==> config.mk <==
export PLATFORM = sky130hd
export DESIGN_NAME = snd_board_top
export DESIGN_NICKNAME = d
export VERILOG_FILES = /design/src/hdl/snd_pkg.sv /design/src/hdl/osd_pkg.sv /design/src/hdl/fm_gain.sv /design/src/hdl/psg_dcrm.sv /design/src/hdl/sd_dac.sv /design/src/hdl/snd_board_top.sv /design/src/hdl/snd_mix.sv
export SDC_FILE = /design/constraint.sdc
export NUM_CORES = 1
export LEC_CHECK = 0
export BUFFER_PORTS_ARGS = -buffer_cell sky130_fd_sc_hd__buf_2
export CAP_MARGIN = 10
export CORE_MARGIN = 10
export CORE_UTILIZATION = 62
export DETAILED_ROUTE_END_ITERATION = 10
export GPL_TIMING_DRIVEN = 0
export PLACE_DENSITY = 0.84
export SLEW_MARGIN = 0
export SYNTH_ARGS = -nofsm -noshare
export SYNTH_HDL_FRONTEND = slang
export SYNTH_SLANG_ARGS = --single-unit
==> constraint.sdc <==
create_clock -name sample -period 8.8 [get_ports sample]
set_clock_uncertainty 0.2 [all_clocks]
set_input_delay 0 -clock sample [delete_from_list [all_inputs] [get_ports sample]]
set_output_delay 0 -clock sample [all_outputs]
set_load 0.01 [all_outputs]
==> src/hdl/snd_pkg.sv <==
package snd_pkg;

    // Sample widths
    localparam int snd_w = 16;
    localparam int psg_w = 10;

    typedef logic signed [snd_w-1:0] snd_sample_t;

    typedef struct packed {
        snd_sample_t left;
        snd_sample_t right;
    } snd_stereo_t;

    // Saturation limits shared by every stage
    localparam snd_sample_t snd_max = 16'sh7fff;
    localparam snd_sample_t snd_min = 16'sh8000;

    // Effects volume, same order as the menu entry
    typedef enum logic [1:0] {
        fx_high      = 2'd0,
        fx_very_high = 2'd1,
        fx_very_low  = 2'd2,
        fx_low       = 2'd3
    } fx_level_e;

endpackage

==> src/hdl/osd_pkg.sv <==
package osd_pkg;

    import snd_pkg::*;

    // Menu view of the status word
    typedef struct packed {
        logic [15:0] dip_hi;
        logic [5:0]  spare_hi;
        logic        fm_off;
        logic        psg_off;
        fx_level_e   fx_level;
        logic [1:0]  video_mode;
        logic        rotate;
        logic        flip;
        logic        spare_lo;
        logic        rst_req;
    } osd_opts_t;

    // Switch view, upper half carries the DIP bytes
    typedef struct packed {
        logic [7:0]  dip_b;
        logic [7:0]  dip_a;
        logic [15:0] menu_lo;
    } osd_dip_t;

    typedef union packed {
        osd_opts_t opts;
        osd_dip_t  dip;
    } osd_status_u;

endpackage

==> src/hdl/fm_gain.sv <==
module fm_gain
    import snd_pkg::*;
(
    input  logic        sample,
    input  logic        arst_n,
    input  logic        snd_cen,
    input  snd_stereo_t fm_snd,
    input  fx_level_e   fx_level,
    output snd_stereo_t fm_out,
    output logic        fm_valid
);

    snd_stereo_t scaled;

    // Gain of one channel for the selected volume
    function automatic snd_sample_t apply_gain(snd_sample_t x, fx_level_e lvl);
        case (lvl)
            fx_very_high: begin
                // Doubling overflows when the two top bits differ
                if (x[snd_w-1] != x[snd_w-2])
                    return x[snd_w-1] ? snd_min : snd_max;
                else
                    return x <<< 1;
            end
            fx_very_low: return x >>> 2;
            fx_low:      return x >>> 1;
            default:     return x;
        endcase
    endfunction

    always_comb begin
        scaled.left  = apply_gain(fm_snd.left, fx_level);
        scaled.right = apply_gain(fm_snd.right, fx_level);
    end

    always_ff @(posedge sample or negedge arst_n) begin
        if (!arst_n) begin
            fm_valid <= 1'b0;
        end else begin
            fm_valid <= snd_cen;
        end
    end

    // Held between strobes
    always_ff @(posedge sample) begin
        if (snd_cen) begin
            fm_out <= scaled;
        end
    end

    a_fx_known: assert property (
        @(posedge sample) disable iff (!arst_n)
        snd_cen |-> !$isunknown(fx_level)
    );

endmodule

==> src/hdl/psg_dcrm.sv <==
module psg_dcrm
    import snd_pkg::*;
#(
    parameter int dc_shift = 4
) (
    input  logic             sample,
    input  logic             arst_n,
    input  logic             snd_cen,
    input  logic [psg_w-1:0] psg_raw,
    output snd_sample_t      psg_out,
    output logic             psg_valid
);

    // Two guard bits above the sample width
    localparam int avg_w = snd_w + 2;

    logic signed [avg_w-1:0] x;
    logic signed [avg_w-1:0] avg;
    logic signed [avg_w:0]   diff;
    logic signed [avg_w:0]   step;
    snd_sample_t             diff_sat;

    if (dc_shift < 2 || dc_shift > 8) begin : g_bad_shift
        $error("psg_dcrm: dc_shift must lie in 2..8");
    end

    // Raw PSG level scaled up to full range, always positive
    assign x    = {{(avg_w-snd_w){1'b0}}, psg_raw, {(snd_w-psg_w){1'b0}}};
    assign diff = x - avg;
    assign step = diff >>> dc_shift;

    always_comb begin
        if (diff > snd_max)
            diff_sat = snd_max;
        else if (diff < snd_min)
            diff_sat = snd_min;
        else
            diff_sat = diff[snd_w-1:0];
    end

    // Running average tracks the DC level
    always_ff @(posedge sample or negedge arst_n) begin
        if (!arst_n) begin
            avg       <= '0;
            psg_valid <= 1'b0;
        end else begin
            psg_valid <= snd_cen;
            if (snd_cen) begin
                avg <= avg_w'(avg + step);
            end
        end
    end

    always_ff @(posedge sample) begin
        if (snd_cen) begin
            psg_out <= diff_sat;
        end
    end

endmodule

==> src/hdl/sd_dac.sv <==
module sd_dac
    import snd_pkg::*;
(
    input  logic        sample,
    input  logic        arst_n,
    input  snd_sample_t din,
    output logic        dout
);

    logic [snd_w-1:0] din_u;
    logic [snd_w:0]   acc;

    // Offset binary, same as adding 32768
    assign din_u = {~din[snd_w-1], din[snd_w-2:0]};

    always_ff @(posedge sample or negedge arst_n) begin
        if (!arst_n) begin
            acc <= '0;
        end else begin
            acc <= {1'b0, acc[snd_w-1:0]} + {1'b0, din_u};
        end
    end

    // Carry density follows the input level
    assign dout = acc[snd_w];

    a_din_known: assert property (
        @(posedge sample) disable iff (!arst_n)
        !$isunknown(din)
    );

endmodule

==> src/hdl/snd_board_top.sv <==
module snd_board_top
    import snd_pkg::*;
    import osd_pkg::*;
#(
    parameter int dc_shift = 4
) (
    input  logic             sample,
    input  logic             arst_n,
    input  logic             snd_cen,
    input  snd_stereo_t      fm_snd,
    input  logic [psg_w-1:0] psg_raw,
    input  osd_status_u      status,
    output logic             audio_l,
    output logic             audio_r,
    output snd_stereo_t      mix,
    output logic             mix_valid,
    output logic [7:0]       dip_a,
    output logic [7:0]       dip_b
);

    snd_stereo_t fm_out;
    logic        fm_valid;
    snd_sample_t psg_out;
    logic        psg_valid;

    // Upper half of the status word seen as switches
    assign dip_a = status.dip.dip_a;
    assign dip_b = status.dip.dip_b;

    fm_gain u_fm (
        .sample   ( sample                 ),
        .arst_n   ( arst_n                 ),
        .snd_cen  ( snd_cen                ),
        .fm_snd   ( fm_snd                 ),
        .fx_level ( status.opts.fx_level   ),
        .fm_out   ( fm_out                 ),
        .fm_valid ( fm_valid               )
    );

    psg_dcrm #(
        .dc_shift ( dc_shift               )
    ) u_psg (
        .sample    ( sample                ),
        .arst_n    ( arst_n                ),
        .snd_cen   ( snd_cen               ),
        .psg_raw   ( psg_raw               ),
        .psg_out   ( psg_out               ),
        .psg_valid ( psg_valid             )
    );

    snd_mix u_mix (
        .sample    ( sample                ),
        .arst_n    ( arst_n                ),
        .fm_out    ( fm_out                ),
        .fm_valid  ( fm_valid              ),
        .psg_out   ( psg_out               ),
        .psg_valid ( psg_valid             ),
        .fm_off    ( status.opts.fm_off    ),
        .psg_off   ( status.opts.psg_off   ),
        .mix       ( mix                   ),
        .mix_valid ( mix_valid             )
    );

    // One converter per audio pin
    sd_dac u_dac_l (
        .sample ( sample                   ),
        .arst_n ( arst_n                   ),
        .din    ( mix.left                 ),
        .dout   ( audio_l                  )
    );

    sd_dac u_dac_r (
        .sample ( sample                   ),
        .arst_n ( arst_n                   ),
        .din    ( mix.right                ),
        .dout   ( audio_r                  )
    );

endmodule

==> src/hdl/snd_mix.sv <==
module snd_mix
    import snd_pkg::*;
(
    input  logic        sample,
    input  logic        arst_n,
    input  snd_stereo_t fm_out,
    input  logic        fm_valid,
    input  snd_sample_t psg_out,
    input  logic        psg_valid,
    input  logic        fm_off,
    input  logic        psg_off,
    output snd_stereo_t mix,
    output logic        mix_valid
);

    snd_stereo_t fm_en;
    snd_sample_t psg_en;
    snd_stereo_t sum;

    function automatic snd_sample_t sat_add(snd_sample_t a, snd_sample_t b);
        logic signed [snd_w:0] s;
        s = a + b;
        if (s[snd_w] != s[snd_w-1])
            return s[snd_w] ? snd_min : snd_max;
        else
            return s[snd_w-1:0];
    endfunction

    // Disabled sources count as silence
    always_comb begin
        fm_en  = fm_off ? '0 : fm_out;
        psg_en = psg_off ? '0 : psg_out;
    end

    always_comb begin
        sum.left  = sat_add(fm_en.left, psg_en);
        sum.right = sat_add(fm_en.right, psg_en);
    end

    always_ff @(posedge sample or negedge arst_n) begin
        if (!arst_n) begin
            mix       <= '0;
            mix_valid <= 1'b0;
        end else begin
            mix_valid <= fm_valid;
            if (fm_valid) begin
                mix <= sum;
            end
        end
    end

    // FM and PSG stages run off the same strobe, so the mixer needs only one
    a_valid_aligned: assert property (
        @(posedge sample) disable iff (!arst_n)
        fm_valid == psg_valid
    );

endmodule

==> results of run 1 <==
-- per-stage QoR --
| step | util [%] | hold slack, ns | power [mW] | area [µm²] | setup slack [ns] |
|---|---|---|---|---|---|
| detailed placement | 68.8 | -0.313 | 3.82 | 11100 | 4.43 |
| global placement | 68.6 | -0.0109 | 3.72 | 11000 | 4.49 |
| finish | 78.0 | 0.0638 | 4.69 | 12500 | 4.33 |
| global route | 78.0 | 0.0927 | 5.10 | 12500 | 4.13 |
| floorplan | - | -0.496 | 3.22 | 10300 | 4.90 |
| CTS | 78.0 | 0.0586 | 4.68 | 12500 | 4.39 |
-- where the power goes --
group          switching (mW)  total [mW]  internal, mW  leakage (nW)
clock                   0.277       0.752         0.476         0.308
combinational            1.59        2.86          1.26          3.84
sequential              0.152        1.09         0.933          1.46
-- routing by layer --
metal	vias to the layer above	share of wire, %
met1	4370	42
li1	4497	-
met3	55	7.4
met2	373	48
met5	-	0
met4	0	2.8
-- worst register-to-register path, delay by kind of cell (launching register included) --
family                     cells  cell delay (ns)
AOI/OAI and AO/OA              8             2.06
and+or+nand+nor                2             0.64
adders and majority gates      2             0.57
DFF                            1             0.35
muxes                          1             0.28
buffers and inverters          2             0.16
xor gates and xnor gates       1             0.09
-- sequential cells by signal (all words and copies together) (netlist names) --
register and flops:
u_psg.avg 18, u_fm.fm_valid 1, u_fm.fm_out 32, u_mix.mix 32, u_dac_r.acc 17, u_psg.psg_out 16, u_mix.mix_valid 1, u_dac_l.acc 17
-- cells in the final DEF (no fill, tap or decap), drive strengths merged, types with 19 or more instances in the layout --
| cell | instances |
|---|---|
| dlygate4sd3 | 84 |
| xnor2 | 56 |
| buf | 120 |
| a221oi | 23 |
| a21oi | 84 |
| nor2 | 59 |
| nand3 | 26 |
| o22ai | 44 |
| nor3 | 19 |
| clkbuf | 53 |
| nor2b | 57 |
| edfxtp | 48 |
| nand2b | 41 |
| dfrtp | 86 |
| o21ai | 88 |
| nand2 | 63 |
| inv | 105 |
| ha | 99 |
-- cell families after synthesis --
family | count (synthesis) | synth area share [%]
AOI/OAI and AO/OA | 338 | 21.2
buffers and inverters | 159 | 6.50
muxes | 13 | 1.80
and+or+nand+nor | 313 | 16.1
adders and majority gates | 104 | 13.0
xor gates and xnor gates | 74 | 6.32
DFF | 134 | 35.0
-- final timing paths --
path                               start         endpoint  cells past startpoint
setup reg to reg            u_psg.avg[7]    u_psg.avg[16]                     16
setup / recovery            u_psg.avg[7]    u_psg.avg[16]                     16
max in group asynchronous         arst_n  u_dac_r.acc[10]                      4
hold reg to reg            u_fm.fm_valid  u_mix.mix_valid                      0
min in group asynchronous         arst_n    u_mix.mix[21]                      4
hold / removal                   snd_cen    u_fm.fm_valid                      1
-- final cells by class --
cell class	count	area, µm²
clock inverters	15	201
fillers	1055	3540
clock buffers	17	425
inverters	102	383
plain buffers	57	284
repair buffers	183	1360
flip-flops and latches	134	3590
well taps	216	270
multi-input cells	842	6000
-- timing repair --
action                    in CTS  in global routing
hold buffers                  84                  0
hold endpoints to repair     134                  0
resized for setup              0                  0
==> results by group, run 1 <==
Timing
  – Slew @ Worst Pin: ~1.1 ns
  – Fmax: 0.223 GHz
  – Fin. max-slew vios: 0
  – Post-route minimum period: roughly 4.5 ns
  – RSZ-0062 raised after global routing: false
  – Final Setup Violations: 0
  – Slew headroom: approximately 24%
  – Setup TNS: 0 ns
  – Final hold violation count: 0
  – Final period utilization: around half

Global route
  – GRT met3 Usage: 5.19%
  – Initial antenna violation count: 0
  – Vias in the first global route: ~9000
  – Largest net degree at the start of global routing: 71
  – GR peak layer: met2
  – GR Util met2: between 40 and 50%
  – Total track usage: about a quarter
  – Grt ovf: 0
  – First-pass GRT wire length: between 40000 and 50000 µm
  – GR met1 Demand/Resource: 30.2%

Synthesis
  – Top FF cell, synth: dfrtp_1
  – Post-synth top cells: inv_1, ha_1, dfrtp_1, o21ai_0, a21oi_1
  – Leading cell type by number of instances after synthesis: inv_1
  – Seq/Total Area, Yosys: 35.0%
  – Net Count, Synth: roughly 1300
  – Mapped cell area: roughly 10000 µm²
  – Post-synthesis cell count: between 1000 and 1500
  – Asr flop ratio synth: roughly 64%
  – Share of the synthesized area in the top cell type: 21.0%
  – Synth area leaders: dfrtp_1, edfxtp_1, ha_1, xnor2_1, o21ai_0
  – Cell variety after synth: 68
  – Synth Area per Inst: ~9 µm²
  – Post-synth EDFFs: 48
  – Yosys warns: 0
  – Seq cells post-synth: approximately 130
  – Area leader, netlist: dfrtp_1

Setup path
  – Slowest stage delay, CP: a little over 0.5 ns
  – Startpoint Class: flip-flop
  – Worst path slowest cell: o31ai_1
  – Most common cell on crit path: a21o_1
  – Reg2reg setup slack: 4.33 ns
  – Worst path required time: 8.90 ns
  – Crit path max-delay family: compound AO/OA/AOI/OAI gates
  – Crit-path cells: inv_1 -> ha_1 -> a21o_1 -> a41o_1 -> and4_1 -> o31ai_1 -> inv_1 -> ha_1 -> a21o_1 -> a21o_1 -> a2111oi_4 -> o31ai_1 -> or4_1 -> a31oi_1 -> xnor2_1 -> mux2_2
  – Bufs and invs on worst path: 2
  – Worst Setup End Kind: flip-flop
  – Max FO, Critical Path: 5
  – Worst Setup Path Type: flip-flop to flip-flop
  – WP data arrival: 4.58 ns

Outcome
  – Status: finished, final reports clean

Place
  – DP HPWL: roughly 19000 µm
  – IO Port Bufs: around 100
  – Final GP Congestion: about 0.94
  – Placed Cells: around 1500

Floorplan
  – I/O pins: around 130
  – Die width: about 150 µm
  – Die Span Y: approximately 150 µm
  – Initial Util: 63.9%
  – CORE AREA: 16100 µm²
  – Number of core rows: 46
  – Die area: 22100 µm²

Power
  – PwrDens: about 370 nW/µm²
  – Max VDD drop: around 0.29 mV
  – Lkg Pwr: around 5.6 nW

Routing
  – Initial DRC Count: approximately 710
  – Antenna viol nets, final: 0
  – DRC: 0
  – DR vias/cell: 5.94
  – Initial DRT Pass Iterations: 5
  – Drt wl/cell: ~17 µm
  – Final wirelength: about 27000 µm
  – Vias: approximately 9300

Clock network
  – Setup bufs post-CTS: 0
  – Worst-path clk slew: approximately 0.060 ns
  – CTS Root Buffer Type: clkbuf_16
  – CTS H-Tree Depth: 4
  – Worst skew pair latency: roughly 0.42 ns
  – Sink Count: between 100 and 150
  – Max clock buf depth: 2
  – Clock buffer count from CTS: 17
  – CTS tree: yes

Worst hold path
  – Min-delay worst type: input port to flip-flop

Layout
  – Layout cell share with drive strength beyond 1: roughly an eighth
  – Fin cells: about 1600
  – Area delta synth->final: 22.0%
  – Antenna cells: 0
  – Nets@finish: ~1500

Job
  – Max-Cap Viols: 0
No activity file was read; power rests on OpenSTA's default activity.
==> run 2, diff against run 1 <==
--- a/config.mk
+++ b/config.mk
@@ -8,10 +8,10 @@
 export BUFFER_PORTS_ARGS = -buffer_cell sky130_fd_sc_hd__buf_2
 export CAP_MARGIN = 10
 export CORE_MARGIN = 10
-export CORE_UTILIZATION = 62
+export CORE_UTILIZATION = 54
 export DETAILED_ROUTE_END_ITERATION = 10
 export GPL_TIMING_DRIVEN = 0
-export PLACE_DENSITY = 0.84
+export PLACE_DENSITY = 0.78
 export SLEW_MARGIN = 0
 export SYNTH_ARGS = -nofsm -noshare
 export SYNTH_HDL_FRONTEND = slang
==> constraint.sdc (replaced) <==
create_clock -name sample -period 3.65 [get_ports sample]
set_clock_uncertainty 0.2 [all_clocks]
set_input_delay 0 -clock sample [delete_from_list [all_inputs] [get_ports sample]]
set_output_delay 0 -clock sample [all_outputs]
set_load 0.01 [all_outputs]
==> results by group, run 2 (synthesis gave the netlist of run 1 again) <==
Routing
  – DR vias/cell: between 5 and 6
  – Antenna viol nets, final: 0
  – Vias: about 9300
  – Initial DRC Count: roughly 760
  – DRC: 0
  – Initial DRT Pass Iterations: 6
  – Final wirelength: between 20000 and 30000 µm
  – Drt wl/cell: about 17 µm

Floorplan
  – Die area: roughly 25000 µm²
  – Initial Util: 54.9%
  – Die Span Y: ~160 µm
  – CORE AREA: ~19000 µm²
  – Number of core rows: 50
  – I/O pins: approximately 130
  – Die width: 158 µm

Setup path
  – Worst r2r src: u_psg.avg[8]
  – Startpoint Class: flip-flop
  – Max FO, Critical Path: 6
  – CP Launch Point: u_psg.avg[8]
  – Worst path required time: 3.77 ns
  – Worst Setup End Kind: flip-flop
  – Worst Setup Path Type: flip-flop to flip-flop
  – WP data arrival: 4.28 ns

Layout
  – Area delta synth->final: 26.7%
  – Nets@finish: between 1500 and 2000
  – Antenna cells: 0
  – Commonest cells after routing, fill and taps aside: inv_1, buf_2, ha_1
  – Util after Layout: 69.5%
  – Biggest regs: u_fm.fm_out: 32 flops, u_mix.mix: 32 flops, u_psg.avg: 18 flops
  – Layout cell share with drive strength beyond 1: 17.7%

Worst hold path
  – Hold Path Origin: snd_cen
  – Min-delay worst type: input port to flip-flop

Outcome
  – Status: finished with violations
  – Failing checks: setup timing

Clock network
  – Sink Count: between 100 and 150
  – CTS Root Buffer Type: clkbuf_16
  – CTS tree: yes
  – Clock buffer count from CTS: 17
  – Worst-path clk slew: approximately 0.070 ns
  – Max clock buf depth: 2
  – CTS H-Tree Depth: 4
  – Worst skew pair latency: about 0.44 ns

Job
  – Max-Cap Viols: 0

Timing
  – Setup ws final: -0.516 ns
  – Final hold violation count: 0
  – Fin. max-slew vios: 0
  – Final Setup Violations: 6
  – Slew @ Worst Pin: between 1 and 1.5 ns
  – RSZ-0062 raised after global routing: true
  – Final period utilization: 114%
  – Post-route minimum period: between 4 and 5 ns
  – Slew headroom: about a quarter
  – Fmax: 0.240 GHz

Power
  – Switching share of power: 42.3%
  – Internal: approximately 7 mW
  – Max VDD drop: slightly above 0.9 mV
  – Part of the power in combinational logic: between 60% and 70%
  – Clock power frac: ~15%
  – Lkg Pwr: 5.77 nW
  – Design Power: roughly 12 mW
  – PwrDens: 950 nW/µm²
  – NetSw: between 5 and 6 mW
  – Sequential share of power: 21.3%

Place
  – IO Port Bufs: 98
  – DP HPWL: approximately 19000 µm
  – Final GP Congestion: between 0.9 and 1

Global route
  – Vias in the first global route: approximately 8900
  – Initial antenna violation count: 0
  – Total track usage: between 20% and 30%
  – First-pass GRT wire length: around 44000 µm
  – Grt ovf: 0
  – Largest net degree at the start of global routing: between 70 and 80
[run 2: per-layer routing]
layer / share of wire [%] / track usage [%] / routed length (µm)
met5: 0 / 0 / 0
met4: 2.5 / 8.15 / 673
met3: 6.0 / 3.58 / 1650
met2: 48 / 35.9 / 13100
met1: 44 / 28.1 / 12000
[run 2: final cells by class]
type / count / area [µm²]
Inverter: 102 / 383
Timing Repair Buffer: 205 / 1530
Clock buffer: 20 / 472
Buffer: 57 / 290
Tap cell: 234 / 293
Sequential cell: 134 / 3600
Multi-Input combinational cell: 842 / 6280
Clock inverter: 12 / 163
Fill cell: 1405 / 5700
[run 2: through the flow]
step                area, µm²  setup slack (ns)  std cells  hold WS [ns]  setup TNS [ns]
global placement        11100            -0.483       1467       -0.0107           -1.12
CTS                     12800            -0.371       1598        0.0406           -1.03
finish                  13000            -0.516       1606        0.0386           -1.68
floorplan               10300            -0.103       1135        -0.496          -0.103
global route            13000            -0.620       1606        0.0850           -2.79
detailed placement      11100            -0.581       1468        -0.305           -1.68
[run 2: timing repair]
item	4_1_cts	5_1_grt
gates resized for setup	24	30
endpoints found under the hold margin	135	0
hold buffers	82	0
setup endpoints to repair	8	47
pin swaps	18	17
buffers inserted	16	8
[run 2: power groups by stage]
stage / clock [mW] / sequential, mW / combinational, mW
finish: 1.84 / 2.63 / 7.88
global route: 1.94 / 2.69 / 8.68
CTS: 1.86 / 2.62 / 7.34
detailed placement: 0 / 2.63 / 6.69
global placement: 0 / 2.61 / 6.48
floorplan: 0 / 2.61 / 5.24
[run 2: worst paths after layout]
path | endpoint | cells past startpoint | slack [ns]
min in group asynchronous | u_psg.avg[7] | 4 | 0.48
setup / recovery | u_psg.avg[16] | 16 | -0.52
hold reg to reg | u_mix.mix_valid | 0 | 0.24
setup reg to reg | u_psg.avg[16] | 16 | -0.52
max in group asynchronous | u_dac_r.acc[13] | 4 | 1.71
hold / removal | u_fm.fm_valid | 1 | 0.04
[run 2: worst max-delay path: stages (launching register included)]
cell       delay, ns
dfrtp_1         0.44
inv_1           0.13
ha_4            0.33
and4_1          0.19
a22oi_2         0.08
a21oi_2         0.21
a21oi_2         0.10
xnor2_2         0.23
ha_4            0.26
a21o_1          0.16
a21o_4          0.23
a2111oi_4       0.36
o31ai_2         0.13
or4_1           0.41
a31oi_1         0.22
xnor2_1         0.08
mux2_4          0.26
==> run 3, diff against run 2 <==
--- a/config.mk
+++ b/config.mk
@@ -12,6 +12,7 @@
 export DETAILED_ROUTE_END_ITERATION = 10
 export GPL_TIMING_DRIVEN = 0
 export PLACE_DENSITY = 0.78
+export RECOVER_POWER = 25
 export SLEW_MARGIN = 0
 export SYNTH_ARGS = -nofsm -noshare
 export SYNTH_HDL_FRONTEND = slang
==> results by group, run 3 (synthesis gave the netlist of run 1 again) <==
Clock network
  – Max clock buf depth: 2
  – Clock buffer count from CTS: 17
  – CTS tree: yes
  – Worst skew pair latency: about 0.44 ns
  – CTS H-Tree Depth: 4
  – Worst-path clk slew: approximately 0.070 ns
  – Sink Count: 134
  – CTS Root Buffer Type: clkbuf_16

Routing
  – Vias: 9272
  – Final wirelength: around 27000 µm
  – Antenna viol nets, final: 0
  – DR vias/cell: approximately 5.8
  – Drt wl/cell: approximately 17 µm
  – Initial DRC Count: 739
  – DRC: 0
  – Initial DRT Pass Iterations: 5

Floorplan
  – Initial Util: between 50 and 60%
  – Die area: 24900 µm²
  – Number of core rows: 50
  – Die Span Y: ~160 µm
  – Die width: about 160 µm
  – I/O pins: 128
  – CORE AREA: 18700 µm²

Power
  – Lkg Pwr: roughly 5.7 nW
  – PwrDens: roughly 950 nW/µm²
  – Design Power: 12.3 mW
  – Max VDD drop: ~0.92 mV

Timing
  – Post-route minimum period: 4.17 ns
  – Fin. max-slew vios: 0
  – Setup TNS: -1.67 ns
  – Slew @ Worst Pin: between 1 and 1.5 ns
  – Slew headroom: around a quarter
  – Setup ws final: -0.517 ns
  – RSZ-0062 raised after global routing: true
  – Fmax: 0.240 GHz
  – Final hold violation count: 0
  – Final period utilization: 114%
  – Final Setup Violations: 6

Layout
  – Nets@finish: 1540
  – Antenna cells: 0
  – Biggest regs: u_fm.fm_out: 32 flops, u_mix.mix: 32 flops, u_psg.avg: 18 flops
  – Commonest non-fill, non-tap cell in the layout: inv_1
  – Util after Layout: between 60% and 70%
  – Layout cell share with drive strength beyond 1: 15.9%
  – # fillers: roughly 1400
  – Area delta synth->final: 26.4%
  – Commonest cells after routing, fill and taps aside: inv_1, ha_1, dfrtp_1

Setup path
  – Worst-case reg-to-reg path depth: 16
  – Worst path required time: ~3.8 ns
  – Startpoint Class: flip-flop
  – Worst Setup Path Type: flip-flop to flip-flop
  – Max FO, Critical Path: 6
  – WP data arrival: ~4.3 ns
  – Worst Setup End Kind: flip-flop

Global route
  – Total track usage: 21.8%
  – Grt ovf: 0
  – First-pass GRT wire length: 44200 µm
  – Initial antenna violation count: 0
  – Largest net degree at the start of global routing: between 70 and 80
  – Vias in the first global route: slightly below 9000

Outcome
  – Status: finished with violations
  – Failing checks: setup timing

Job
  – Max-Cap Viols: 0

Place
  – DP HPWL: 19300 µm
  – Final GP Congestion: 0.933
  – IO Port Bufs: 98

Worst hold path
  – Hold depth: 1
  – Min-delay worst type: input port to flip-flop
## run 3: final timing paths
| kind | start | end | slack [ns] |
|---|---|---|---|
| setup / recovery | u_psg.avg[8] | u_psg.avg[16] | -0.52 |
| hold / removal | snd_cen | u_fm.fm_valid | 0.04 |
| setup reg to reg | u_psg.avg[8] | u_psg.avg[16] | -0.52 |
| hold reg to reg | u_fm.fm_valid | u_mix.mix_valid | 0.24 |
| max in group asynchronous | arst_n | u_dac_r.acc[13] | 1.71 |
| min in group asynchronous | arst_n | u_psg.avg[7] | 0.48 |
## run 3: final cells by class
type / count / area, µm² / share of cell area (%)
clock inverters: 12 / 163 / 1.25
inverters: 102 / 383 / 2.95
plain buffers: 57 / 290 / 2.24
clock buffers: 20 / 472 / 3.64
multi-input cells: 842 / 6280 / 48.4
repair buffers: 205 / 1490 / 11.5
flip-flops and latches: 134 / 3600 / 27.7
well taps: 234 / 293 / 2.26
## run 3: worst max-delay path, stage by stage (launching register included)
cell	delay [ns]
dfrtp_1	0.44
inv_1	0.13
ha_4	0.33
and4_1	0.19
a22oi_2	0.08
a21oi_2	0.21
a21oi_2	0.10
xnor2_2	0.23
ha_4	0.26
a21o_1	0.16
a21o_4	0.23
a2111oi_4	0.36
o31ai_2	0.13
or4_1	0.41
a31oi_1	0.23
xnor2_1	0.09
mux2_4	0.26
## run 3: stage by stage
step,std cells,hold slack (ns),worst slack [ns],instance area [µm²]
3_5_place_dp,1468,-0.305,-0.581,11100
4_1_cts,1598,0.0406,-0.371,12800
3_3_place_gp,1467,-0.0107,-0.483,11100
6_report,1606,0.0352,-0.517,13000
2_1_floorplan,1135,-0.496,-0.103,10300
5_1_grt,1606,0.0850,-0.620,13000
## run 3: where the power goes
part	internal, mW	total [mW]	switching, mW
combinational	3.71	7.86	4.16
sequential	2.25	2.63	0.380
clock	1.15	1.85	0.693
## run 3: metal layers
metal / GRT usage, % / vias to the layer above / share of wire (%) / wire, µm
met3: 3.58 / 59 / 6.0 / 1640
met1: 28.1 / 4330 / 44 / 12100
met4: 8.15 / 0 / 2.3 / 638
met5: 0 / - / 0 / 0
met2: 35.9 / 344 / 48 / 13100
li1: - / 4539 / - / -
## run 3: repair_timing
action	in CTS	in global routing
hold buffers	82	0
resized for setup	24	30
pin swaps	18	17
gates cloned	0	0
endpoints found under the hold margin	135	0
setup buffers	16	8
setup endpoints to repair	8	47
